<file path="config.mk">
export PLATFORM = sky130hd
export DESIGN_NAME = instr_decoder
export DESIGN_NICKNAME = d
export VERILOG_FILES = /design/src/logic/cvp_pkg.sv /design/src/logic/instr_decoder.sv
export VERILOG_INCLUDE_DIRS = /design/src /design/src/logic
export SDC_FILE = /design/constraint.sdc
export NUM_CORES = 1
export LEC_CHECK = 0
export ABC_AREA = 1
export BUFFER_PORTS_ARGS = -buffer_cell sky130_fd_sc_hd__buf_2
export CAP_MARGIN = 10
export CORE_AREA = 2 2 39 41
export DETAILED_ROUTE_END_ITERATION = 8
export DIE_AREA = 0 0 41 43
export MAX_ROUTING_LAYER = met4
export PLACE_DENSITY = 0.71
export SYNTH_ARGS = -nofsm -noshare
export SYNTH_HDL_FRONTEND = slang
export SYNTH_SLANG_ARGS = --single-unit
</file>
<file path="constraint.sdc">
create_clock -name vclk -period 0.8
set_clock_uncertainty 0.1 [all_clocks]
set_input_delay 0.16 -clock vclk [all_inputs]
set_output_delay 0.16 -clock vclk [all_outputs]
set_load 0.02 [all_outputs]
</file>
<file path="src/logic/cvp_settings.svh">
`ifndef CVP_SETTINGS_SVH
`define CVP_SETTINGS_SVH

// Data, address and instruction width
`define CVP_WORD_W 16

// Lanes per vector register
`define CVP_LANES 16
`define CVP_VEC_W (`CVP_LANES * `CVP_WORD_W)

// Eight vector and eight scalar registers
`define CVP_REGS 8
`define CVP_REG_AW 3

// Reaches one past the last lane for the overlapped load
`define CVP_LANE_CW 5

// Positive infinity in half precision
`define CVP_FP_INF 16'h7C00

`endif

</file>
<file path="src/logic/cvp_pkg.sv">
`default_nettype none

package cvp_pkg;

  // Instruction codes, bits 15..12 of the instruction word
  typedef enum logic [3:0] {
    VADD = 4'd0,
    SST  = 4'd3,
    VLD  = 4'd4,
    VST  = 4'd5,
    SLL  = 4'd6,
    SLH  = 4'd7,
    J    = 4'd8,
    NOP  = 4'd15
  } opcode_e;

  // Sequencer states
  typedef enum logic [2:0] {
    FETCH,
    DECODE,
    EXECUTE,
    ADD,        // One lane per cycle
    LOAD,
    STORE,
    JUMP,
    WRITEBACK
  } state_e;

endpackage

`default_nettype wire

</file>
<file path="src/logic/instr_decoder.sv">
`timescale 1ns/10ps
`default_nettype none

`include "cvp_settings.svh"

module instr_decoder import cvp_pkg::*; (
  input  wire logic [`CVP_WORD_W-1:0] instr,
  output opcode_e                     opcode,
  output logic      [`CVP_REG_AW-1:0] rd_field,
  output logic      [`CVP_REG_AW-1:0] ra_field,
  output logic      [`CVP_REG_AW-1:0] rb_field,
  output logic      [7:0]             imm,
  output logic      [5:0]             mem_offset,
  output logic      [11:0]            jump_offset
);

  logic [3:0] op_bits;

  assign op_bits = instr[`CVP_WORD_W-1 -: 4];

  // Dropped or unassigned codes fall back to NOP
  always_comb begin
    case (op_bits)
      VADD, SST, VLD, VST, SLL, SLH, J: opcode = opcode_e'(op_bits);
      default:                          opcode = NOP;
    endcase
  end

  assign rd_field    = instr[11:9];  // Also the store data register
  assign ra_field    = instr[8:6];
  assign rb_field    = instr[5:3];
  assign imm         = instr[7:0];
  assign mem_offset  = instr[5:0];   // Unsigned, added to scalar ra
  assign jump_offset = instr[11:0];  // Signed, relative to the J address

endmodule

`default_nettype wire

</file>
==> flow_summary.yaml <==
detailed_routing:
  post_drt_wl_per_cell_um: 11.37
  num_vias: 125
  drc: 0
  drtPass1Iterations: 1
  postRouteAntennaNets: 0
  routed_via_density: 3.289
  drt_iter0_drc: 0
  wl_um: 432
global_route:
  grt-ovfl-total: 0
  grt_pass1_vias: 124
  grt_first_pass_wirelength_um: 483
  grt_max_degree: 5
  grtUsageTotal: 0.03992
  antenna_found_initial: 0
hold_path:
  hold_path_class: "input pin to primary output"
  worstHoldStart: "instr[3]"
placed_design:
  place_congestion: 0.4311
  postPlaceCellArea_um2: 118.9
  preCtsSetupSlack_ns: -0.2332
  port_buffers: 8
  dp_cells: 37
cells_and_area:
  antenna_cells: 0
  final-seq-area_um2: 0
  final_nets: 40
  layout-drive-gt1-share: 0.9545
  layout.cells.non_filler: 38
  layout_commonest_cell: "buf_6"
  multi_input_comb_area_um2: 80.08
  final_cell_mix: "buf_6, nand3_2"
  design.seq.count: 0
  syn_to_final_growth_pct: -26.69
  n_clock_buffer: 0
  fin_area_um2: 230.2
  n_fill_cell: 152
die:
  rows: 14
  die_y_um: 43
  fp.dieW_um: 41
  core_um2: 1384
  start_util: 0.2269
  ios: 55
  fp.dieArea_um2: 1763
logic_synthesis:
  synth_top_area_cell: "buf_4"
  synth_nets: 63
  ys_warn_count: 0
  yosys-top-cells-area: "buf_4, nand3_1, inv_1"
  ys_seq_area_frac: 0
  synth_top_area_share: 0.8367
  syn_inst: 47
  netlist_area_um2: 314.1
  ys_types: 5
  synth_area_per_cell_um2: 6.682
worst_setup_path:
  critPathLaunch: "instr[13]"
  worstSetupEndpointType: "primary output"
  path_class: "input pin to primary output"
  cp_num_buf_inv: 3
  crit_chain: "buf_6 > inv_2 > nand2_2 > nand2_4 > nand3_2 > buf_6"
  start_kind: "input pin"
  required_ns: 0.54
  cpLargestDelayFamily: "buffers and inverters"
  cp_common_cell: "buf_6"
  path_max_fanout: 4
  worst_path_largest_cell_delay_ns: 0.13
  crit_arrival_ns: 0.69
  crit_slowest_cell: "buf_6"
clocking:
  cts_hold_buf: 0
timing:
  fin_crit_ns: 0.9493
  period_share: 1.187
  drv_slew: 0
  fmax_mhz: 1053
  setup_slack_ns: -0.1493
  setup_violations: 4
  tns_ns: -0.5827
  rsz0062_at_grt: "yes"
  hold_viol: 0
  relSlewSlack: 0.9138
  tightest_slew_ns: 0.1288
power_and_ir_drop:
  p_leak_nw: 0.1062
  vdd_drop_max_mv: 0.06344
  total_power_mw: 0.1385
  powerDensity_nw_per_um2: 601.5
run:
  maxCapViolations: 0
status:
  violations: "setup timing"
  status: "finished with violations"
[path summary, 6_finish.rpt]
| check | endpoint | slack, ns | depth (start not counted) |
|---|---|---|---|
| setup / recovery | opcode[1] | -0.15 | 6 |
| hold / removal | imm[3] | 0.22 | 0 |
[synth_stat cells, drive strengths merged]
library cell	number
nand2	3
nand3	4
inv	4
buf	35
o21ai	1
[metrics by stage]
step,utilization,hold slack [ns]
2_1_floorplan,-,0.3326
3_3_place_gp,0.08590,0.2202
3_5_place_dp,0.08590,0.2202
4_1_cts,0.1546,0.2202
5_1_grt,0.1664,0.2201
6_report,0.1664,0.2200
[final cells by class]
type | count | share of cell area
Timing Repair Buffer | 10 | 0.4891
Multi-Input combinational cell | 8 | 0.3478
Tap cell | 16 | 0.08696
Inverter | 4 | 0.07609
[per-layer routing]
metal,GRT usage,wire [µm],part of all wire,vias to the layer above
li1,-,-,-,58
met1,0.006329,66,0.15,50
met2,0.09688,263,0.61,13
met3,0.02094,92,0.21,4
met4,0.01333,9,0.021,0
met5,-,0,0,-
[report_power, final]
part	leakage, nW	internal (mW)	switching [mW]
sequential	0	0	0
combinational	0.106	0.0725	0.0660
clock	0	0	0
total	0.106	0.0725	0.0660
[timing repair]
action	CTS	global route
pin swaps	4	5
setup endpoints to repair	4	4
gates resized for setup	26	3
buffers inserted	1	0
[cells by family after synthesis]
kind of cell	Yosys count	synth area share
buffers and inverters	39	0.8844
AND/OR/NAND/NOR	7	0.09960
AO/OA/AOI/OAI	1	0.01592
Note: power is estimated with default switching activity, not from simulation.
