## src/logic/cvp_settings.svh

```systemverilog
`ifndef CVP_SETTINGS_SVH
`define CVP_SETTINGS_SVH

// Data, address and instruction width
`define CVP_WORD_W 16

// Lanes per vector register
`define CVP_LANES 16
`define CVP_VEC_W (`CVP_LANES * `CVP_WORD_W)

// Eight vector and eight scalar registers
`define CVP_REGS 8
`define CVP_REG_AW 3

// Reaches one past the last lane for the overlapped load
`define CVP_LANE_CW 5

// Positive infinity in half precision
`define CVP_FP_INF 16'h7C00

`endif

```

## src/logic/register_bank.sv

```systemverilog
`timescale 1ns/10ps
`default_nettype none

`include "cvp_settings.svh"

module register_bank (
  input  wire logic                   Clk1,
  input  wire logic                   rst_n,
  input  wire logic [`CVP_REG_AW-1:0] vrd_addr_a,
  input  wire logic [`CVP_REG_AW-1:0] vrd_addr_b,
  input  wire logic [`CVP_REG_AW-1:0] srd_addr_a,
  input  wire logic [`CVP_REG_AW-1:0] srd_addr_b,
  output logic      [`CVP_VEC_W-1:0]  vec_a,
  output logic      [`CVP_VEC_W-1:0]  vec_b,
  output logic      [`CVP_WORD_W-1:0] scal_a,
  output logic      [`CVP_WORD_W-1:0] scal_b,
  input  wire logic                   vwr_en,
  input  wire logic                   swr_en,
  input  wire logic [`CVP_REG_AW-1:0] wr_addr,
  input  wire logic [`CVP_VEC_W-1:0]  vwr_data,
  input  wire logic [`CVP_WORD_W-1:0] swr_data
);

  logic [`CVP_VEC_W-1:0]  vregs [`CVP_REGS];
  logic [`CVP_WORD_W-1:0] sregs [`CVP_REGS];

  // All registers start from zero
  always_ff @(posedge Clk1 or negedge rst_n) begin
    if (!rst_n) begin
      for (int i = 0; i < `CVP_REGS; i++) begin
        vregs[i] <= '0;
        sregs[i] <= '0;
      end
    end else begin
      if (vwr_en) begin
        vregs[wr_addr] <= vwr_data;
      end
      if (swr_en) begin
        sregs[wr_addr] <= swr_data;
      end
    end
  end

  // Reads are combinational
  assign vec_a  = vregs[vrd_addr_a];
  assign vec_b  = vregs[vrd_addr_b];
  assign scal_a = sregs[srd_addr_a];
  assign scal_b = sregs[srd_addr_b];

endmodule

`default_nettype wire

```

## config.mk

```make
export PLATFORM = sky130hd
export DESIGN_NAME = register_bank
export DESIGN_NICKNAME = d
export VERILOG_FILES = /design/src/logic/register_bank.sv
export VERILOG_INCLUDE_DIRS = /design/src /design/src/logic
export SDC_FILE = /design/constraint.sdc
export NUM_CORES = 2
export LEC_CHECK = 0
export BUFFER_PORTS_ARGS = -buffer_cell sky130_fd_sc_hd__buf_2
export CORE_MARGIN = 8
export CORE_UTILIZATION = 45
export DETAILED_ROUTE_END_ITERATION = 12
export HOLD_SLACK_MARGIN = 0.03
export SKIP_LAST_GASP = 1
export SYNTH_ARGS = -nofsm -noshare
export SYNTH_HDL_FRONTEND = slang
export SYNTH_SLANG_ARGS = --single-unit
export TNS_END_PERCENT = 20
```

## constraint.sdc

```tcl
create_clock -name Clk1 -period 3 [get_ports Clk1]
set_input_delay 0.6 -clock Clk1 [delete_from_list [all_inputs] [get_ports Clk1]]
set_output_delay 0.6 -clock Clk1 [all_outputs]
set_load 0.02 [all_outputs]
```

==> run summary <==
The flow ran to the end, and the final reports show no timing, DRC or antenna violations. The all-layer global routing usage is 25.3%. The worst path needs just under 3 ns of the cycle, external delays included. STA puts the critical path data arrival time at 2.38 ns. The critical path in this run is classified as in -> out.

The gate count of the mapped netlist came out at about 6.5k. The count of vias placed by the detailed router is 69.0k. The total wire length is 339000 µm. Counting tap cells, the placed design contains a total of 10.6k instances. After detailed routing, the wire length on met1 is 144000 µm.

The die is 516 µm tall. The total overflow left after global routing is 0. The number of warning messages in the yosys log is 0. The total count of hold-check failures in the final report came to 0. The worst setup path is launched from an input port. Derived from the worst setup path, the maximum achievable clock frequency is 336 MHz. Along the worst path, the maximum fanout reaches 7.

The portion of the post-synthesis area used by sequential elements came out at 48.5%. The net switching power is approximately 0.03 W. VDD sags by at most slightly above 0.7 mV. The count of cell types in the netlist came out at 13. Routed signal wires occupy layers up through met5. The number of antenna violations at the first check in global routing came out at 69.

The worst setup path is captured at a primary output. No sink is reached through more buffers than the 3 on the longest clock path. Traced cell by cell, the critical path runs through buf_12 > bufbuf_16 > buf_4 > buf_4 > mux4_2 > mux2_2 > buf_2. The static leakage is 56.1 nW. The via count of the first global-routing pass is 74.6k.

The end-of-flow core utilization came out at 54.3%. The headroom to the max-slew limit came out at 52.9%. The cell area after technology mapping came out at about 0.11 mm². The detailed router's first-iteration violation count is ~4.8k. The clock transition time at the flip-flop clock pins of the worst setup and hold paths came out at 0.06 ns. The maximum single-stage delay on the critical path is 0.49 ns. The total iterations of the first detailed-routing run is 5. The transition time of the tightest slew-check pin came out at between 0.7 and 0.8 ns.

The switching part of the total power came out at 29.9%. Once the floorplan was initialized, standard cells occupied a little under half of the core. CTS built an H-tree with a depth of 4. The sequential standard cell area came out at approximately 0.054 mm². Counting every sink on the clock net gives 2176. For the worst setup path, the data required time is 2.40 ns. The critical path contains buffers and inverters numbering 5 combined. The count of pins over their slew limit is 0. The relative area change from synthesis to final layout is 20.1%.

The proportion of layout cells with a drive suffix above 1 is 69.3%. Setup repair after global routing could not meet its margin everywhere. The fill cell instance count of the final layout is 19.9k. The footprint of the multi-input gates is between 0.05 and 0.06 mm². The number of nets with antenna violations after detailed routing came out at 0. The clock group share of total power is between 30% and 40%. The count of placed standard cells in the final layout, fillers left out is roughly 11k. The wire length of the first global-routing pass is 513000 µm. The combinational share of power is 27.0%. The detailed route wirelength on metal2 is 161000 µm. In the detailed route, the total length drawn on met3 is ~22000 µm. Synthesis inferred 2176 register bits. Buffers inserted during clock tree synthesis total 240.

The register share of total power is a little over two fifths. From left edge to right edge, the die measures 516 µm. The pin count of the biggest net entering global routing is 121. The clock latency on the worst-skew pair came out at slightly below 0.9 ns. For this run, design rule violations remaining after detail routing come to 0. After floorplanning, the core was divided into 183 placement rows.

The most numerous cell type found on the critical path is sky130_fd_sc_hd__buf_4. Averaged over all synthesized cells, the footprint is 17.2 µm². In this run the worst hold path is classified as in -> reg.

The number of nets in the layout came out at 8008. Clock skew on the completed layout was measured at 0 ns. The power density over the cells is between 700 and 800 mW/mm². The number of nets handed over by synthesis was about 6.8k. TritonCTS built the clock tree. The tree is rooted in a sky130_fd_sc_hd__clkbuf_16. The design internal power is 0.0687 W. The area inside the core boundary came out at 0.248 mm². The routed wire length per instance came out at 30.0 µm. The final weighted congestion of routability-driven global placement is 0.837.

The number of top-level design ports is about 840. The die covers 0.266 mm². The number of port buffers came out at 834. The dominant delay contributor by cell family on the critical path is buffers and inverters. Max-cap violations in this run came to 0. The worst-case register-to-register setup slack is 2.18 ns. The detailed placer's ending HPWL is 228000 µm. The share of the clock period used by the worst path after layout came out at between 90% and 100%. The library cell contributing the largest single delay on the critical path is sky130_fd_sc_hd__mux4_2. The number of endpoints failing setup at the final stage came out at 0. The detailed-route vias per instance is 6.10.
==> synth_stat cells <==
master	count	area (µm²)
sky130_fd_sc_hd__buf_1	25	93.8
sky130_fd_sc_hd__buf_2	287	1440
sky130_fd_sc_hd__buf_4	60	450
sky130_fd_sc_hd__clkbuf_1	172	646
sky130_fd_sc_hd__dfrtp_1	2176	54500
sky130_fd_sc_hd__mux2_2	2720	30600
sky130_fd_sc_hd__mux4_2	1088	24500
sky130_fd_sc_hd__nand4_1	2	12.5
sky130_fd_sc_hd__nand4b_1	4	35.0
sky130_fd_sc_hd__nand4b_2	2	30.0
sky130_fd_sc_hd__nor4b_2	1	15.0
sky130_fd_sc_hd__nor4b_4	1	23.8
sky130_fd_sc_hd__nor4bb_1	6	60.1
==> logic make-up (layout without fill, tap and decap cells) <==
family	Yosys count	count (layout)	synth area share, %
flip-flops	2176	2176	48.5
other	0	48	0
buffers and inverters	544	1923	2.34
multiplexers	3808	3808	49.1
AND/OR/NAND/NOR	16	16	0.157
==> sequential cells by signal, summed over array words and instances (netlist names) <==
name / cells
vregs: 2048
sregs: 128
==> power groups by stage <==
stage,sequential (W),clock (W),combinational [W]
after floorplan,0.0392,0,0.0184
after global placement,0.0408,0,0.0258
after detailed placement,0.0411,0,0.0263
after CTS,0.0407,0.0315,0.0267
after global routing,0.0417,0.0328,0.0280
final,0.0408,0.0308,0.0264
==> routing by layer <==
metal / vias up / GRT usage (%)
li1: 28240 / -
met1: 38188 / 34.8
met4: 24 / 7.94
met5: - / 0
met3: 521 / 5.76
met2: 2010 / 40.3
==> cell type report <==
type                    instances  area share (%)
diodes                         48          0.0890
clock buffers                 328            5.00
clock inverters               120            1.16
multi-input cells            3824            41.0
flip-flops and latches       2176            40.3
well taps                    3330            3.09
repair buffers               1475            9.30
==> placed cells by master, fill, tap and decap left out <==
cell	count
sky130_fd_sc_hd__clkbuf_8	39
sky130_fd_sc_hd__nand4b_1	4
sky130_fd_sc_hd__buf_16	4
sky130_fd_sc_hd__dfrtp_1	2176
sky130_fd_sc_hd__nor4bb_4	6
sky130_fd_sc_hd__clkinv_4	4
sky130_fd_sc_hd__nor4b_4	2
sky130_fd_sc_hd__clkinv_8	4
sky130_fd_sc_hd__clkbuf_1	48
sky130_fd_sc_hd__bufinv_16	27
sky130_fd_sc_hd__mux4_2	1088
sky130_fd_sc_hd__dlygate4sd3_1	206
sky130_fd_sc_hd__nand4b_2	2
sky130_fd_sc_hd__mux2_2	2720
sky130_fd_sc_hd__clkinv_2	61
sky130_fd_sc_hd__inv_6	1
sky130_fd_sc_hd__nand4_1	2
sky130_fd_sc_hd__clkinvlp_4	15
sky130_fd_sc_hd__buf_12	227
sky130_fd_sc_hd__buf_2	827
sky130_fd_sc_hd__buf_4	202
sky130_fd_sc_hd__inv_16	1
sky130_fd_sc_hd__bufbuf_16	2
sky130_fd_sc_hd__clkinv_16	7
sky130_fd_sc_hd__buf_6	1
sky130_fd_sc_hd__clkbuf_16	243
sky130_fd_sc_hd__buf_8	4
sky130_fd_sc_hd__diode_2	48
==> worst paths after layout <==
path | from | depth (start not counted) | endpoint
setup reg to reg | vregs[1940] | 1 | vregs[1940]
hold reg to reg | vregs[273] | 1 | vregs[273]
max in group asynchronous | rst_n | 4 | vregs[744]
min in group asynchronous | rst_n | 2 | vregs[970]
hold / removal | vwr_data[59] | 2 | vregs[827]
setup / recovery | vrd_addr_a[0] | 7 | vec_a[142]
==> timing repair <==
item,4_1_cts,5_1_grt
cloned,2,2
setup endpoints to repair,43,27
hold endpoints to repair,1355,0
gates resized for setup,6,1
buffers inserted,1,0
hold buffers,206,0
==> metrics by stage <==
stage,cell area (µm²),setup slack [ns],TNS [ns],hold WS [ns],power [W]
floorplan,112000,0.278,0,0.304,0.0576
global placement,124000,-0.0506,-0.360,0.499,0.0666
detailed placement,124000,-0.0723,-0.692,0.509,0.0674
CTS,135000,-0.000775,-0.000775,0.0303,0.0989
global route,135000,-0.0167,-0.0930,0.0433,0.102
finish,135000,0.0215,0,0.0975,0.0981
(Power assumes the default switching activity.)
