**src/logic/cvp_settings.svh**
```systemverilog
`ifndef CVP_SETTINGS_SVH
`define CVP_SETTINGS_SVH

// Data, address and instruction width
`define CVP_WORD_W 16

// Lanes per vector register
`define CVP_LANES 16
`define CVP_VEC_W (`CVP_LANES * `CVP_WORD_W)

// Eight vector and eight scalar registers
`define CVP_REGS 8
`define CVP_REG_AW 3

// Reaches one past the last lane for the overlapped load
`define CVP_LANE_CW 5

// Positive infinity in half precision
`define CVP_FP_INF 16'h7C00

`endif

```
**src/logic/cvp_pkg.sv**
```systemverilog
`default_nettype none

package cvp_pkg;

  // Instruction codes, bits 15..12 of the instruction word
  typedef enum logic [3:0] {
    VADD = 4'd0,
    SST  = 4'd3,
    VLD  = 4'd4,
    VST  = 4'd5,
    SLL  = 4'd6,
    SLH  = 4'd7,
    J    = 4'd8,
    NOP  = 4'd15
  } opcode_e;

  // Sequencer states
  typedef enum logic [2:0] {
    FETCH,
    DECODE,
    EXECUTE,
    ADD,        // One lane per cycle
    LOAD,
    STORE,
    JUMP,
    WRITEBACK
  } state_e;

endpackage

`default_nettype wire

```
**src/logic/cvp_control.sv**
```systemverilog
`timescale 1ns/10ps
`default_nettype none

`include "cvp_settings.svh"

module cvp_control import cvp_pkg::*; (
  input  wire logic                   Clk1,
  input  wire logic                   rst_n,
  input  wire logic [`CVP_WORD_W-1:0] data_in,
  output logic      [`CVP_WORD_W-1:0] addr,
  output logic                        rd,
  output logic                        wr,
  output logic      [`CVP_WORD_W-1:0] data_out,
  output logic                        v,
  output logic      [`CVP_WORD_W-1:0] instr,
  input  wire opcode_e                opcode,
  input  wire logic [`CVP_REG_AW-1:0] rd_field,
  input  wire logic [`CVP_REG_AW-1:0] ra_field,
  input  wire logic [`CVP_REG_AW-1:0] rb_field,
  input  wire logic [7:0]             imm,
  input  wire logic [5:0]             mem_offset,
  input  wire logic [11:0]            jump_offset,
  output logic      [`CVP_REG_AW-1:0] vrd_addr_a,
  output logic      [`CVP_REG_AW-1:0] vrd_addr_b,
  output logic      [`CVP_REG_AW-1:0] srd_addr_a,
  output logic      [`CVP_REG_AW-1:0] srd_addr_b,
  input  wire logic [`CVP_VEC_W-1:0]  vec_a,
  input  wire logic [`CVP_VEC_W-1:0]  vec_b,
  input  wire logic [`CVP_WORD_W-1:0] scal_a,
  input  wire logic [`CVP_WORD_W-1:0] scal_b,
  output logic                        vwr_en,
  output logic                        swr_en,
  output logic      [`CVP_REG_AW-1:0] wr_addr,
  output logic      [`CVP_VEC_W-1:0]  vwr_data,
  output logic      [`CVP_WORD_W-1:0] swr_data,
  output logic      [`CVP_WORD_W-1:0] add_a,
  output logic      [`CVP_WORD_W-1:0] add_b,
  input  wire logic [`CVP_WORD_W-1:0] add_sum,
  input  wire logic                   add_inf
);

  localparam logic [`CVP_LANE_CW-1:0] LAST_LANE = `CVP_LANE_CW'(`CVP_LANES - 1);
  localparam logic [`CVP_LANE_CW-1:0] LOAD_LAST = `CVP_LANE_CW'(`CVP_LANES);

  state_e                   state, state_nxt;
  logic                     run;       // Holds off the first fetch until a clock after reset
  logic [`CVP_WORD_W-1:0]   pc;
  logic [`CVP_LANE_CW-1:0]  lane_cnt, lane_prev;
  logic [`CVP_LANE_CW-2:0]  lane;
  logic [`CVP_VEC_W-1:0]    vec_acc;   // Vector being assembled
  logic                     ovf_acc;
  logic [`CVP_WORD_W-1:0]   mem_base, lane_ext, jump_target;

  assign lane        = lane_cnt[`CVP_LANE_CW-2:0];
  assign lane_prev   = lane_cnt - 1'b1;  // Lane whose read data arrives now
  assign lane_ext    = {{(`CVP_WORD_W-`CVP_LANE_CW){1'b0}}, lane_cnt};
  assign mem_base    = scal_a + {{(`CVP_WORD_W-6){1'b0}}, mem_offset};
  assign jump_target = pc + {{(`CVP_WORD_W-12){jump_offset[11]}}, jump_offset};

  always_comb begin
    state_nxt = state;
    case (state)
      FETCH:   if (run) state_nxt = DECODE;
      DECODE:  state_nxt = EXECUTE;
      EXECUTE: begin
        case (opcode)
          VADD:     state_nxt = ADD;
          VLD:      state_nxt = LOAD;
          VST, SST: state_nxt = STORE;
          J:        state_nxt = JUMP;
          default:  state_nxt = WRITEBACK;
        endcase
      end
      ADD:     if (lane_cnt == LAST_LANE) state_nxt = WRITEBACK;
      LOAD:    if (lane_cnt == LOAD_LAST) state_nxt = WRITEBACK;
      STORE:   if (opcode == SST || lane_cnt == LAST_LANE) state_nxt = FETCH;
      default: state_nxt = FETCH;  // JUMP and WRITEBACK
    endcase
  end

  always_ff @(posedge Clk1 or negedge rst_n) begin
    if (!rst_n) begin
      state    <= FETCH;
      run      <= 1'b0;
      pc       <= '0;
      lane_cnt <= '0;
      ovf_acc  <= 1'b0;
      v        <= 1'b0;
    end else begin
      state <= state_nxt;
      run   <= 1'b1;
      if (state == EXECUTE) begin
        lane_cnt <= '0;
        ovf_acc  <= 1'b0;
      end else if (state == ADD || state == LOAD || state == STORE) begin
        lane_cnt <= lane_cnt + 1'b1;
      end
      if (state == ADD) begin
        ovf_acc <= ovf_acc | add_inf;
      end
      if (state == JUMP) begin
        pc <= jump_target;
      end else if (state != FETCH && state_nxt == FETCH) begin
        pc <= pc + 1'b1;
      end
      // Flag follows the last VADD only
      if (state == WRITEBACK && opcode == VADD) begin
        v <= ovf_acc;
      end
    end
  end

  always_ff @(posedge Clk1) begin
    if (state == DECODE) begin
      instr <= data_in;
    end
    if (state == ADD) begin
      vec_acc[lane*`CVP_WORD_W +: `CVP_WORD_W] <= add_sum;
    end
    // Data lags the read strobe by one cycle
    if (state == LOAD && lane_cnt != '0) begin
      vec_acc[lane_prev[`CVP_LANE_CW-2:0]*`CVP_WORD_W +: `CVP_WORD_W] <= data_in;
    end
  end

  // Memory port
  always_comb begin
    rd   = 1'b0;
    wr   = 1'b0;
    addr = pc;
    case (state)
      FETCH: rd = run;
      LOAD: begin
        addr = mem_base + lane_ext;
        rd   = (lane_cnt != LOAD_LAST);  // Last cycle only collects data
      end
      STORE: begin
        addr = mem_base + lane_ext;
        wr   = 1'b1;
      end
      default: addr = pc;
    endcase
  end

  assign data_out = (opcode == SST) ? scal_b : vec_b[lane*`CVP_WORD_W +: `CVP_WORD_W];

  // Operand selection
  assign vrd_addr_a = ra_field;
  assign vrd_addr_b = (opcode == VST) ? rd_field : rb_field;
  assign srd_addr_a = ra_field;   // Address base
  assign srd_addr_b = rd_field;   // Store data or the byte merge source
  assign add_a      = vec_a[lane*`CVP_WORD_W +: `CVP_WORD_W];
  assign add_b      = vec_b[lane*`CVP_WORD_W +: `CVP_WORD_W];

  // Register writeback
  assign wr_addr  = rd_field;
  assign vwr_en   = (state == WRITEBACK) && (opcode == VADD || opcode == VLD);
  assign swr_en   = (state == WRITEBACK) && (opcode == SLL || opcode == SLH);
  assign vwr_data = vec_acc;
  assign swr_data = (opcode == SLH) ? {imm, scal_b[7:0]} : {scal_b[`CVP_WORD_W-1:8], imm};

endmodule

`default_nettype wire

```
**config.mk**
```make
export PLATFORM = sky130hd
export DESIGN_NAME = cvp_control
export DESIGN_NICKNAME = d
export VERILOG_FILES = /design/src/logic/cvp_pkg.sv /design/src/logic/cvp_control.sv
export VERILOG_INCLUDE_DIRS = /design/src /design/src/logic
export SDC_FILE = /design/constraint.sdc
export NUM_CORES = 1
export LEC_CHECK = 0
export BUFFER_PORTS_ARGS = -buffer_cell sky130_fd_sc_hd__buf_4
export CORE_AREA = 2 2 388 390
export CTS_BUF_LIST = sky130_fd_sc_hd__clkbuf_8
export CTS_CLUSTER_DIAMETER = 150
export DETAILED_ROUTE_END_ITERATION = 6
export DIE_AREA = 0 0 390 392
export PLACE_DENSITY_LB_ADDON = 0.2
export SKIP_CTS_REPAIR_TIMING = 1
export SLEW_MARGIN = 40
export SYNTH_ARGS = -nofsm -noshare
export SYNTH_HDL_FRONTEND = slang
export SYNTH_SLANG_ARGS = --single-unit
```
**constraint.sdc**
```tcl
create_clock -name Clk1 -period 4.8 [get_ports Clk1]
set_input_delay 0.72 -clock Clk1 [delete_from_list [all_inputs] [get_ports Clk1]]
set_output_delay 0.72 -clock Clk1 [all_outputs]
set_load 0.02 [all_outputs]
```
==> metrics.txt <==
outcome=finished clean; die area=0.153 mm^2; count of port buffers added during placement=980; number of enable-type register cells in the synthesized netlist=16; final-layout worst hold slack=between 0.3 and 0.4 ns; Worst VDD drop=between 0.0005 and 0.0006 V; vias post-DR=21.6k; filler instances=16.7k; period utilisation layout=93.0%; # IOs=just under 1k; number of nets in the synthesized netlist=2911; post-route design area=0.0296 mm^2; required time of the worst setup path=~4.1 ns; top cell type by total area after synthesis=sky130_fd_sc_hd__dfxtp_1; number of instances on the worst hold path=3; HPWL after detailed placement=roughly 110000 um; startpoint class of the critical path=flip-flop; critical path arrival=3.74 ns; setup total negative slack=0 ns; portion of total power attributed to sequential cells=21.9%; number of max-slew violations in the final report=0; CTS clk-pin slew, worst paths=around 0.06 ns; All-Layer GR Usage=16.7%; power density normalized to cell area=700 mW/mm^2; largest net degree at the start of global routing=83; fin nets=3765; Seq/Total Area, Yosys=roughly 33%; Max Fclk=between 0.2 and 0.25 GHz; static leakage=about 13 nW; H-tree depth=2; shortest clock period the worst path allows after layout=4.46 ns; floorplan die height=392 um; most common library cell in the layout ignoring fill and taps=sky130_fd_sc_hd__buf_4; count of synthesis-stage warnings from yosys=0; global-route congestion overflow total=0; kind of end point of the critical path=output pin; Initial Util=12.7%; number of iterations in the first detailed-routing pass=5; Mapped Avg Cell Area=8.39 um^2; final-report setup violation count=0; total clock buffers created by CTS=57; fraction of power spent switching nets=50.0%; instance count of the mapped netlist=2255; proportion of power drawn by the clock network=between 10 and 15%; standard-cell row count=142; core region area=0.149 mm^2; largest clock skew in the final design=around 0.04 ns; ratio of cells with drive above 1 in the final layout=42.2%; remaining antenna violation count after routing=0; routed length per placed instance=26.4 um; part of the total power dissipated in combinational logic=65.1%; number of clock sinks seen by CTS=between 200 and 300; measured slew at the worst slew-check pin=about 0.95 ns; netlist area before placement=~0.019 mm^2; type of the most critical hold path=input port to flip-flop; Net Switching=0.0103 W; setup repair after global routing missed its margin=false; Crit. Startpoint=lane_cnt[0]; internal power=just over 0.01 W; CTS tree=yes; critical path start-end classification=flip-flop to output pin; CP max FO=64; Worst Hold Launch=add_inf; Slew HR=approximately 37%; master cell of the clock root buffer=sky130_fd_sc_hd__clkbuf_8; DRC violations left=0; area share of the leading cell type in the synthesized netlist=27.1%; top cells by area, synth=sky130_fd_sc_hd__dfxtp_1, sky130_fd_sc_hd__a21oi_1, sky130_fd_sc_hd__mux4_2; cell area reported after detailed placement=0.0283 mm^2; logic depth of the worst register-to-register path=12; layout overhead on the synthesized area=56.1%; hold violation count in the final report=0; Clock Path Buffers=3; first-pass GRT wire length=179000 um; Final Routed Wirelength=~140000 um; Routability Congestion=0.880; asr flop ratio synth=9.03%; dominant register cell in the synthesized netlist=sky130_fd_sc_hd__dfxtp_1; final standard cell count with taps included and fillers excluded=slightly above 5k; vias per std cell=about 4.2; cell count after placement=between 4k and 5k; number of design-rule violations left by the first detailed-router iteration=1290; count of unique library cells instantiated by Yosys=59; post-synthesis sequential element count=~300; max-cap violations=0; horizontal extent of the die=around 390 um; origin of the critical flop-to-flop path=lane_cnt[0]; insertion delay of the later-clocked pin in the worst-skew pair=0.72 ns; vias in the first global route=21.0k; commonest non-fill, non-tap cells in the layout=sky130_fd_sc_hd__buf_4, sky130_fd_sc_hd__a21oi_1, sky130_fd_sc_hd__nor2_1; number of antenna violations at the first check in global routing=38
[synth_stat cells, types with 14 or more instances]
cell	count
sky130_fd_sc_hd__mux2i_1	34
sky130_fd_sc_hd__nor2_1	285
sky130_fd_sc_hd__buf_4	15
sky130_fd_sc_hd__clkbuf_1	163
sky130_fd_sc_hd__buf_1	38
sky130_fd_sc_hd__xnor2_1	14
sky130_fd_sc_hd__a31oi_1	26
sky130_fd_sc_hd__edfxtp_1	16
sky130_fd_sc_hd__nand2_1	184
sky130_fd_sc_hd__dfrtp_1	27
sky130_fd_sc_hd__inv_1	20
sky130_fd_sc_hd__buf_2	18
sky130_fd_sc_hd__ha_1	31
sky130_fd_sc_hd__nand3_1	32
sky130_fd_sc_hd__mux2_2	39
sky130_fd_sc_hd__nor2b_1	23
sky130_fd_sc_hd__a211oi_1	18
sky130_fd_sc_hd__dfxtp_1	256
sky130_fd_sc_hd__o21ai_0	44
sky130_fd_sc_hd__a21oi_1	692
sky130_fd_sc_hd__nor3_1	14
sky130_fd_sc_hd__mux4_2	144
[power groups by stage]
| stage | Sequential [W] | Combinational (W) | Clock (W) |
|---|---|---|---|
| after floorplan | 0.00543 | 0.00659 | 0 |
| after global placement | 0.00459 | 0.0136 | 0 |
| after detailed placement | 0.00459 | 0.0136 | 0 |
| after CTS | 0.00454 | 0.0137 | 0.00279 |
| after global routing | 0.00464 | 0.0144 | 0.00289 |
| final | 0.00454 | 0.0135 | 0.00268 |
[sequential cells by signal, indices dropped and copies added, names as in the netlist]
signal and flops:
instr 16, lane_cnt 5, ovf_acc 1, pc 16
run 1, state 3, v 1, vwr_data 256
[critical path, stage by stage, from the launching register on]
cell and delay [ns]:
sky130_fd_sc_hd__dfrtp_4 0.49, sky130_fd_sc_hd__buf_12 0.18, sky130_fd_sc_hd__buf_16 0.22, sky130_fd_sc_hd__mux4_2 0.48, sky130_fd_sc_hd__nor2b_1 0.29, sky130_fd_sc_hd__a211oi_1 0.09, sky130_fd_sc_hd__a31oi_1 0.73, sky130_fd_sc_hd__mux2_2 0.30
sky130_fd_sc_hd__buf_4 0.14
[cell families (layout without fill, tap and decap cells)]
family                   count (synthesis)  in the layout  synth area share [%]
AO/OA/AOI/OAI                          825            825                  22.8
AND/OR/NAND/NOR                        597            597                  13.4
flip-flops                             299            299                  33.2
buffers and inverters                  255           1155                  5.47
multiplexers                           217            217                  21.2
adder cells (fa/ha/maj)                 38             38                  2.79
XOR/XNOR                                23             23                  1.06
other                                    1             18                0.0198
[layer usage]
layer  routed length (um)  up-vias  GRT usage [%]  share of wire, %
met2                69100      874           29.9                51
met4                 4860       22           6.00               3.6
met1                53000    10586           19.5                39
li1                     -     9918              -                 -
met5                  142        -              0              0.11
met3                 8170      174           3.41               6.0
[path summary, 6_finish.rpt]
check | end | slack (ns)
min in group asynchronous | pc[3] | 0.53
min | ovf_acc | 0.31
min reg2reg | pc[0] | 0.52
max reg2reg | vwr_data[240] | 1.22
max | data_out[3] | 0.34
max in group asynchronous | lane_cnt[0] | 3.91
[through the flow]
stage                     power, W  util (%)  setup WS, ns
after global routing        0.0219      19.8        0.0890
after detailed placement    0.0182      19.0         0.729
after global placement      0.0182      19.0         0.739
after floorplan             0.0120         -         0.698
after CTS                   0.0210      19.8         0.258
final                       0.0207      19.8         0.338
[cell type report]
| class | count | area, um^2 | area share, % |
|---|---|---|---|
| antenna | 17 | 42.5 | 0.144 |
| clock buffer | 70 | 963 | 3.26 |
| clock inverter | 35 | 218 | 0.737 |
| inverter | 21 | 80.1 | 0.271 |
| multi-input combinational | 1701 | 11700 | 39.7 |
| sequential | 299 | 6290 | 21.3 |
| tap | 1944 | 2430 | 8.23 |
| timing repair buffer | 1029 | 7800 | 26.4 |
(Power assumes the default switching activity.)
