--- config.mk ---
export PLATFORM = sky130hd
export DESIGN_NAME = fp16_adder
export DESIGN_NICKNAME = d
export VERILOG_FILES = /design/src/logic/fp16_adder.sv
export VERILOG_INCLUDE_DIRS = /design/src /design/src/logic
export SDC_FILE = /design/constraint.sdc
export NUM_CORES = 1
export LEC_CHECK = 0
export ABC_CLOCK_PERIOD_IN_PS = 13900
export BUFFER_PORTS_ARGS = -buffer_cell sky130_fd_sc_hd__buf_2
export CORE_MARGIN = 2
export CORE_UTILIZATION = 56
export DETAILED_ROUTE_END_ITERATION = 6
export MAX_ROUTING_LAYER = met4
export PLACE_DENSITY_LB_ADDON = 0.1
export REMOVE_ABC_BUFFERS = 1
export SLEW_MARGIN = 5
export SYNTH_ARGS = -nofsm -noshare
export SYNTH_HDL_FRONTEND = slang
export SYNTH_SLANG_ARGS = --single-unit
export TNS_END_PERCENT = 30
--- constraint.sdc ---
create_clock -name vclk -period 13.9
set_input_delay 1.39 -clock vclk [all_inputs]
set_output_delay 1.39 -clock vclk [all_outputs]
set_load 0.01 [all_outputs]
--- src/logic/cvp_settings.svh ---
`ifndef CVP_SETTINGS_SVH
`define CVP_SETTINGS_SVH

// Data, address and instruction width
`define CVP_WORD_W 16

// Lanes per vector register
`define CVP_LANES 16
`define CVP_VEC_W (`CVP_LANES * `CVP_WORD_W)

// Eight vector and eight scalar registers
`define CVP_REGS 8
`define CVP_REG_AW 3

// Reaches one past the last lane for the overlapped load
`define CVP_LANE_CW 5

// Positive infinity in half precision
`define CVP_FP_INF 16'h7C00

`endif

--- src/logic/fp16_adder.sv ---
`timescale 1ns/10ps
`default_nettype none

`include "cvp_settings.svh"

module fp16_adder (
  input  wire logic [`CVP_WORD_W-1:0] a,
  input  wire logic [`CVP_WORD_W-1:0] b,
  output logic      [`CVP_WORD_W-1:0] sum,
  output logic                        inf
);

  localparam logic [15:0] POS_INF = `CVP_FP_INF;

  logic        a_inf, b_inf;
  logic        sub, sign_r, round_up;
  logic [15:0] op_big, op_small;
  logic [4:0]  e_big, e_small, diff;
  logic [10:0] m_big, m_small;   // Hidden bit plus fraction
  logic [13:0] aligned, lost;    // Significand with guard, round, sticky
  logic [14:0] raw;              // One extra bit for carry out
  logic [13:0] norm;
  logic [3:0]  lz;
  logic [5:0]  exp_n;
  logic [15:0] packed_r;

  always_comb begin
    a_inf = &a[14:10];
    b_inf = &b[14:10];

    // Larger magnitude goes first so subtraction never goes negative
    op_big   = (a[14:0] >= b[14:0]) ? a : b;
    op_small = (a[14:0] >= b[14:0]) ? b : a;

    // Denormals use exponent 1 with a zero hidden bit
    e_big   = (op_big[14:10] == 5'd0) ? 5'd1 : op_big[14:10];
    e_small = (op_small[14:10] == 5'd0) ? 5'd1 : op_small[14:10];
    m_big   = {|op_big[14:10], op_big[9:0]};
    m_small = {|op_small[14:10], op_small[9:0]};

    // Align, folding every shifted-out bit into sticky
    diff       = e_big - e_small;
    aligned    = {m_small, 3'b000} >> diff;
    lost       = {m_small, 3'b000} & ((14'd1 << diff) - 14'd1);
    aligned[0] = aligned[0] | (|lost);

    sub = op_big[15] ^ op_small[15];
    if (sub) begin
      raw = {1'b0, m_big, 3'b000} - {1'b0, aligned};
    end else begin
      raw = {1'b0, m_big, 3'b000} + {1'b0, aligned};
    end
    sign_r = (sub && raw == '0) ? 1'b0 : op_big[15];  // Exact cancel gives +0

    // Highest set bit wins
    lz = 4'd0;
    for (int i = 0; i < 14; i++) begin
      if (raw[i]) begin
        lz = 4'(13 - i);
      end
    end

    if (raw[14]) begin
      norm  = {raw[14:2], raw[1] | raw[0]};  // Carry out, keep sticky
      exp_n = {1'b0, e_big} + 6'd1;
    end else if (raw == '0) begin
      norm  = '0;
      exp_n = '0;
    end else if (lz < e_big) begin
      norm  = raw[13:0] << lz;
      exp_n = {1'b0, e_big} - {2'b00, lz};
    end else begin
      // Result underflows into a denormal
      norm  = raw[13:0] << (e_big - 5'd1);
      exp_n = '0;
    end

    // Round to nearest even; a carry out of the fraction renormalizes
    // into the exponent field on its own
    round_up = norm[2] & (norm[1] | norm[0] | norm[3]);
    packed_r = {exp_n, norm[12:3]} + {15'd0, round_up};

    if (a_inf || b_inf) begin
      inf = 1'b1;
      sum = {(a_inf ? a[15] : b[15]), POS_INF[14:0]};
    end else if (packed_r[15:10] >= 6'd31) begin
      inf = 1'b1;                             // Exponent overflow
      sum = {sign_r, POS_INF[14:0]};
    end else begin
      inf = 1'b0;
      sum = {sign_r, packed_r[14:0]};
    end
  end

endmodule

`default_nettype wire

==> metrics.md, run 1 <==
| Metric | Value |
|---|---|
| Most common library cell in the layout ignoring fill and taps | nand2_1 |
| Area contributors post-synth | ha_1 9.4%, nand2_1 6.4%, mux2i_1 6.0% |
| WP data required | 12.51 ns |
| Sequential cell area | 0 sq um |
| Design Power | 0.00124 W |
| DRC violations left | 0 |
| Vias | 7605 |
| Port Buffers | 49 |
| Area leader, netlist | ha_1 |
| Synth cell types | 111 |
| Layout sequential cell count | 0 |
| Worst slew pin tran | 0.832 ns |
| Pin count of the biggest net entering global routing | 38 |
| Final hold vios | 0 |
| Ant diodes | 0 |
| Startpoint Class | primary input |
| Post-synth top area share | 0.0937 |
| PwrDens | 186 nW/um^2 |
| Register area share after synthesis | 0 |
| DR WL/cell | 21.0 um |
| Grt ovf | 0 |
| Cell row count | 37 |
| Crit Path Class | primary input to output port |
| Status | completed |
| Via density | 7.09 |
| Design Area, Final | 6700 sq um |
| GR Util All Layers | 0.384 |
| Gate Count Post-Synth | 889 |
| Hold WC Path Type | primary input to output port |
| Initial antenna violation count | 0 |
| Ys Warns | 0 |
| Crit. End Element | output port |
| Worst Path Max Fanout | 14 |
| Vias in the first global route | 7035 |
| 1st-iter DRT viols | 848 |
| Die H | 108 um |
| Total of max-cap violations | 0 |
| Peak supply drop | 0.102 mV |
| Hold Path Origin | b[15] |
| Global placement routability congestion | 1.11 |
| First-pass DRT Iterations | 6 |
| Fraction of layout cells with a size suffix above 1 | 0.199 |
| I/O Pins | 49 |
| # hold bufs at CTS | 0 |
| Initial core utilization | 0.579 |
| Fin crit period | 13.37 ns |
| Post-DP HPWL | 17700 um |
| Antenna-violating nets left | 0 |
| Mean Syn Cell Area | 6.76 sq um |
| Most frequent cells in the layout | 102 x nand2_1, 85 x nor2_1, 53 x a21oi_1 |
| Final setup violation count | 0 |
| Fmax | 74.8 MHz |
| Final Max Slew Viols | 0 |
| Area Growth Syn to Fin | 11.5% |
| Die area | 11600 sq um |
| Chip Width | 108 um |
| Nets | 1018 |
| Total core area | 10400 sq um |
| Lkg Pwr | 2.94 nW |
| Synth Cell Area | 6010 sq um |
| Worst path max stage delay | 0.49 ns |
| Global-route wire length before repair | 35400 um |
| Most frequent CP cell | nand2_1 |
| CLK BUF | 0 |
| Hold depth | 3 |
| Hold EP | sum[15] |
| CP Data Arrival Time | 11.98 ns |
| Placed standard-cell area | 6390 sq um |
| Worst path slowest cell | mux4_2 |
| Max_slew headroom | 0.439 |
| Part of the cycle the worst path needs | 0.962 |
| Setup TNS Final | 0 ns |
| Final WL | 22500 um |
[worst max-delay path, delay by kind of cell]
family | cells | cell delay, ns
adders and majority gates | 4 | 1.51
AOI/OAI and AO/OA | 21 | 4.83
buffers and inverters | 9 | 1.21
muxes | 3 | 0.91
and+or+nand+nor | 14 | 2.07
[routing by layer]
metal	global-route usage	up-vias	share of wire
met5	-	-	0
met4	0.0943	0	0.033
met3	0.0430	91	0.10
met2	0.628	487	0.46
met1	0.505	3517	0.41
li1	-	3510	-
[synthesized netlist by cell type (all sizes together) (16+ instances only)]
library cell  instances
nand2               104
nor2                 88
o21ai                60
a21oi                56
inv                  51
ha                   45
mux2i                38
nand3                35
nor3                 30
clkbuf               29
o211ai               29
a21o                 16
buf                  16
nand4                16
[power breakdown]
| part | switching, W | internal [W] | total (W) | leakage [nW] |
|---|---|---|---|---|
| sequential | 0 | 0 | 0 | 0 |
| combinational | 0.000764 | 0.000478 | 0.00124 | 2.94 |
| clock | 0 | 0 | 0 | 0 |
[cells by family (layout without fill, tap and decap cells)]
kind of cell,after synthesis,count (layout),share of synthesized area
buffers and inverters,98,145,0.0735
AO/OA/AOI/OAI,320,320,0.395
adder cells (fa/ha/maj),49,49,0.105
XOR/XNOR,21,21,0.0306
AND/OR/NAND/NOR,349,349,0.296
multiplexers,52,52,0.0992
[layout make-up]
cell class,count,area (sq um)
tap,136,170
inverter,53,203
timing repair buffer,92,584
fill,1013,3670
multi-input combinational,791,5740
[per-stage QoR]
step	setup WS [ns]	hold WS [ns]	instances	util
4_1_cts	0.00265	3.17	1056	0.619
3_3_place_gp	-0.0244	3.17	1055	0.617
3_5_place_dp	-0.286	3.17	1055	0.617
5_1_grt	-0.0514	3.20	1072	0.646
6_report	0.533	3.16	1072	0.646
2_1_floorplan	0.145	2.93	844	-
[how the worst max path moves through the flow]
stage	from	slack (ns)	to
after global placement	b[12]	-0.02	sum[7]
after detailed placement	b[12]	-0.29	sum[7]
after floorplan	b[14]	0.14	sum[7]
after global routing	b[12]	-0.05	sum[7]
final	b[4]	0.53	sum[7]
after CTS	b[6]	0.003	sum[7]
[repair_timing]
item / in CTS / in global routing
gates resized for setup: 4 / 35
setup endpoints to repair: 16 / 16
pin swaps: 1 / 9
setup buffers: 1 / 16
No activity file was read; power rests on OpenSTA's default activity.
==> run 2, diff against run 1 <==
CORE_ASPECT_RATIO = 0.6   (was default)
RECOVER_POWER = 100   (was default)
==> metrics.md, run 2 (synthesized netlist as in run 1, its figures left out) <==
| Metric | Value |
|---|---|
| Status | completed |
| Total core area | 10500 sq um (+1.1%) |
| Global placement routability congestion | 1.13 (+2.0%) |
| Grt ovf | 0 (unchanged) |
| Final WL | 25600 um (+13%) |
| Top Metal Used | met4 |
| PwrDens | 197 nW/um^2 (+6.2%) |
| CLK BUF | 0 (unchanged) |
| I/O Pins | 49 (unchanged) |
| First-pass DRT Iterations | 6 (unchanged) |
| Final Max Slew Viols | 0 (unchanged) |
| Layout sequential cell count | 0 (unchanged) |
| Most frequent cells in the layout | 101 x nand2_1, 84 x nor2_1, 52 x a21oi_1 |
| Port Buffers | 49 (unchanged) |
| Sw frac | 0.629 (+0.0135) |
| Ant diodes | 0 (unchanged) |
| Final hold vios | 0 (unchanged) |
| Worst path max stage delay | 0.57 ns (+0.08 ns) |
| Peak supply drop | 0.184 mV (+81%) |
| DR WL/cell | 23.5 um (+12%) |
| Fmax | 73.6 MHz (-1.6%) |
| Nets | 1030 (+1.2%) |
| Setup crit start | b[5] |
| Comb pwr share | 1.000 (about the same) |
| Critical path endpoint | sum[12] |
| Switching pwr | 0.000845 W (+11%) |
| Global-route wire length before repair | 38300 um (+8.1%) |
| Metal-1 WL | 11200 um (+22%) |
| Vias in the first global route | 7027 (-0.11%) |
| Clk pwr share | 0 (unchanged) |
| Setup ws final | 0.319 ns (-0.214 ns) |
| # hold bufs at CTS | 0 (unchanged) |
| Fin crit period | 13.58 ns (+0.214 ns) |
| Worst path slowest cell | fa_1 |
| Lkg Pwr | 3.00 nW (+2.1%) |
| DRC violations left | 0 (unchanged) |
| Sequential cell area | 0 sq um (unchanged) |
| Chip Width | 138 um (+28%) |
| Initial antenna violation count | 0 (unchanged) |
| Crit. End Element | output port |
| Hold Path Origin | b[15] |
| Die area | 11600 sq um (+0.23%) |
| Cell row count | 29 (-22%) |
| WP data required | 12.51 ns (about the same) |
| Die H | 84.2 um (-22%) |
| Total of max-cap violations | 0 (unchanged) |
| Post-DP HPWL | 20100 um (+14%) |
| Routed length on met2 | 9370 um (-8.9%) |
| Antenna-violating nets left | 0 (unchanged) |
| Part of the cycle the worst path needs | 0.977 (+0.0154) |
| Design Area, Final | 6820 sq um (+1.9%) |
| Pint | 0.000499 W (+4.4%) |
| Sequential share of power | 0 (unchanged) |
| Area Growth Syn to Fin | 13.6% |
| Via density | 7.29 (+2.7%) |
| Post-place setup slack | 0.166 ns (+0.451 ns) |
| Util after Layout | 0.651 (+0.00501) |
| Vias | 7919 (+4.1%) |
| CP Data Arrival Time | 12.19 ns (+0.21 ns) |
| Fillers | 964 (-4.8%) |
| Final setup violation count | 0 (unchanged) |
| Worst slew pin tran | 0.926 ns (+0.0934 ns) |
| Pin count of the biggest net entering global routing | 38 (unchanged) |
| GR Util All Layers | 0.429 (+0.0456) |
| Most common library cell in the layout ignoring fill and taps | nand2_1 |
| Design Power | 0.00134 W (+8.2%) |
| Max_slew headroom | 0.378 (-0.0617) |
| WL met3 | 4700 um (+110%) |
| 1st-iter DRT viols | 1304 (+54%) |
| Crit Path Class | primary input to output port |
| Worst Path Max Fanout | 9 (-5) |
| Fraction of layout cells with a size suffix above 1 | 0.212 (+0.0133) |
| Most frequent CP cell | nand2_1 |
| Placed standard-cell area | 6550 sq um (+2.4%) |
| Startpoint Class | primary input |
| Hold WC Path Type | primary input to output port |
| Initial core utilization | 0.573 (-0.00643) |
| Area of the multi-input gates | 5730 sq um (-0.22%) |
==> run 2: changes by cell type in the layout (fill, tap and decap cells not counted), sizes merged <==
cell / change
clkinvlp: +1
clkbuf: +1
clkinv: -1
buf: +11
==> run 2: worst min-delay path by stage <==
stage	depth (start not counted)	slack, ns	endpoint
2_1_floorplan	1	2.93	sum[15]
3_3_place_gp	3	3.16	sum[15]
3_5_place_dp	3	3.17	sum[15]
4_1_cts	3	3.17	sum[15]
5_1_grt	3	3.22	sum[15]
6_report	3	3.17	sum[15]
==> run 2: metal layers <==
| layer | up-vias | GRT usage |
|---|---|---|
| met5 | - | - |
| met4 | 0 | 0.0260 |
| met3 | 49 | 0.191 |
| met2 | 661 | 0.548 |
| met1 | 3676 | 0.635 |
| li1 | 3533 | - |
==> run 2: what timing repair did <==
item	4_1_cts	5_1_grt
endpoints found under the setup margin	0	16
resized for setup	0	42
setup buffers	0	10
==> run 2: worst max-delay path: cells and delay by family <==
kind / cells / cell delay [ns]
simple gates: 21 / 3.81
compound gates: 13 / 3.31
buf+inv: 12 / 1.86
fa+ha+maj: 5 / 1.55
mux: 1 / 0.24
==> run 2: power groups by stage <==
stage | combinational (W) | clock [W] | sequential, W
CTS | 0.00121 | 0 | 0
global route | 0.00141 | 0 | 0
global placement | 0.00119 | 0 | 0
finish | 0.00134 | 0 | 0
floorplan | 0.000817 | 0 | 0
detailed placement | 0.00120 | 0 | 0
==> run 2: through the flow <==
stage	setup TNS, ns	hold slack [ns]	std cells
3_5_place_dp	0	3.17	1076
5_1_grt	-0.261	3.22	1087
6_report	0	3.17	1087
2_1_floorplan	0	2.93	844
3_3_place_gp	0	3.16	1076
4_1_cts	0	3.17	1076
==> run 2: cell type report <==
| cell class | count | share of cell area |
|---|---|---|
| multi-input combinational | 791 | 0.839 |
| inverter | 53 | 0.0303 |
| tap | 139 | 0.0255 |
| timing repair buffer | 104 | 0.105 |
==> run 3, diff against run 2 <==
BUFFER_PORTS_ARGS = default   (was -buffer_cell sky130_fd_sc_hd__buf_2)
CORE_UTILIZATION = 49   (was 56)
DONT_BUFFER_PORTS = 1   (was default)
==> metrics.md, run 3 (synthesized netlist as in run 1, its figures left out) <==
| Metric | Value |
|---|---|
| Die area | 13200 sq um (+14%) |
| 1st-iter DRT viols | 1092 (-16%) |
| Post-place setup slack | -0.104 ns (-0.269 ns) |
| Global placement routability congestion | 1.06 (-6.1%) |
| Status | finished with violations |
| Vias | 7630 (-3.6%) |
| Placed Cells | 1050 (-2.4%) |
| Worst path slowest cell | mux4_2 |
| Crit Path Class | primary input to output port |
| CLK BUF | 0 (unchanged) |
| Cell family with most CP delay | compound AO/OA/AOI/OAI gates |
| I/O Pins | 49 (unchanged) |
| First-pass DRT Iterations | 7 (+1) |
| CP Data Arrival Time | 12.07 ns (-0.12 ns) |
| Final setup violation count | 0 (unchanged) |
| Worst Path Buf+Inv | 7 (-5) |
| Worst hold slack | 2.94 ns (-0.227 ns) |
| Final hold vios | 0 (unchanged) |
| PwrDens | 196 nW/um^2 (-0.69%) |
| Crit. End Element | output port |
| Area Growth Syn to Fin | 9.73% |
| Initial antenna violation count | 0 (unchanged) |
| Nets | 978 (-5.0%) |
| Post-DP HPWL | 20600 um (+2.6%) |
| Die H | 89.8 um (+6.6%) |
| Initial core utilization | 0.499 (-0.0732) |
| Setup TNS Final | 0 ns (unchanged) |
| Fin cells | 1061 (-2.4%) |
| Total of max-cap violations | 0 (unchanged) |
| Final Max Slew Viols | 0 (unchanged) |
| Startpoint Class | primary input |
| Fin crit period | 13.46 ns (-0.125 ns) |
| WP data required | 12.51 ns (about the same) |
| Chip Width | 147 um (+6.7%) |
| Peak supply drop | 0.0680 mV (-63%) |
| Worst slew pin tran | 1.04 ns (+0.115 ns) |
| Total core area | 12000 sq um (+15%) |
| Final WL | 25300 um (-0.98%) |
| Vias in the first global route | 6961 (-0.94%) |
| Max_slew headroom | 0.300 (-0.0773) |
| Worst Path Max Fanout | 11 (+2) |
| DRC violations left | 6 (+6) |
| Antenna-violating nets left | 0 (unchanged) |
| Layout sequential cell count | 0 (unchanged) |
| # hold bufs at CTS | 0 (unchanged) |
| Cell row count | 31 (+6.9%) |
| Setup ws final | 0.444 ns (+0.125 ns) |
| Most frequent CP cell | nand2_1 |
| Lkg Pwr | 2.78 nW (-7.5%) |
| Global-route wire length before repair | 39600 um (+3.3%) |
| Sequential cell area | 0 sq um (unchanged) |
| Grt ovf | 0 (unchanged) |
| Via density | 7.19 (-1.3%) |
| Util after Layout | 0.548 (-0.103) |
| Most frequent cells in the layout | 101 x nand2_1, 85 x nor2_1, 52 x a21oi_1 |
| GR Util All Layers | 0.379 (-0.0502) |
| Failing checks | DRC |
| Port Buffers | 0 (-100%) |
| Worst path max stage delay | 0.51 ns (-0.06 ns) |
| Most common library cell in the layout ignoring fill and taps | nand2_1 |
| Part of the cycle the worst path needs | 0.968 (-0.00899) |
| DR WL/cell | 23.9 um (+1.4%) |
| Fraction of layout cells with a size suffix above 1 | 0.160 (-0.0524) |
| Ant diodes | 0 (unchanged) |
| Pin count of the biggest net entering global routing | 39 (+2.6%) |
| Hold WC Path Type | primary input to output port |
| Fmax | 74.3 MHz (+0.93%) |
-- run 3: cell type report --
cell class | instances | area [sq um]
tap | 165 | 206
inverter | 53 | 205
timing repair buffer | 52 | 422
multi-input combinational | 791 | 5760
fill | 1232 | 5430
-- run 3: where the power goes --
group	internal, W	total [W]	switching, W
sequential	0	0	0
clock	0	0	0
combinational	0.000466	0.00129	0.000824
-- run 3: timing repair --
item | in CTS | in global routing
pin swaps | 0 | 6
setup buffers | 0 | 11
setup endpoints to repair | 7 | 16
resized for setup | 3 | 46
-- run 3: stage by stage --
step	cell area, sq um	power [W]
CTS	6300	0.00116
global route	6590	0.00137
finish	6590	0.00129
global placement	6280	0.00115
floorplan	5760	0.000817
detailed placement	6280	0.00115
-- run 3: final timing paths --
| kind | depth (start not counted) | slack (ns) | endpoint | start |
|---|---|---|---|---|
| hold / removal | 1 | 2.94 | sum[15] | a[15] |
| setup / recovery | 48 | 0.44 | sum[9] | b[4] |
-- run 3: layer usage --
| layer | vias to the layer above | GRT usage | part of all wire |
|---|---|---|---|
| met5 | - | - | 0 |
| met4 | 0 | 0.0160 | 0.0039 |
| met3 | 25 | 0.134 | 0.16 |
| met2 | 573 | 0.460 | 0.35 |
| met1 | 3610 | 0.602 | 0.48 |
| li1 | 3422 | - | - |
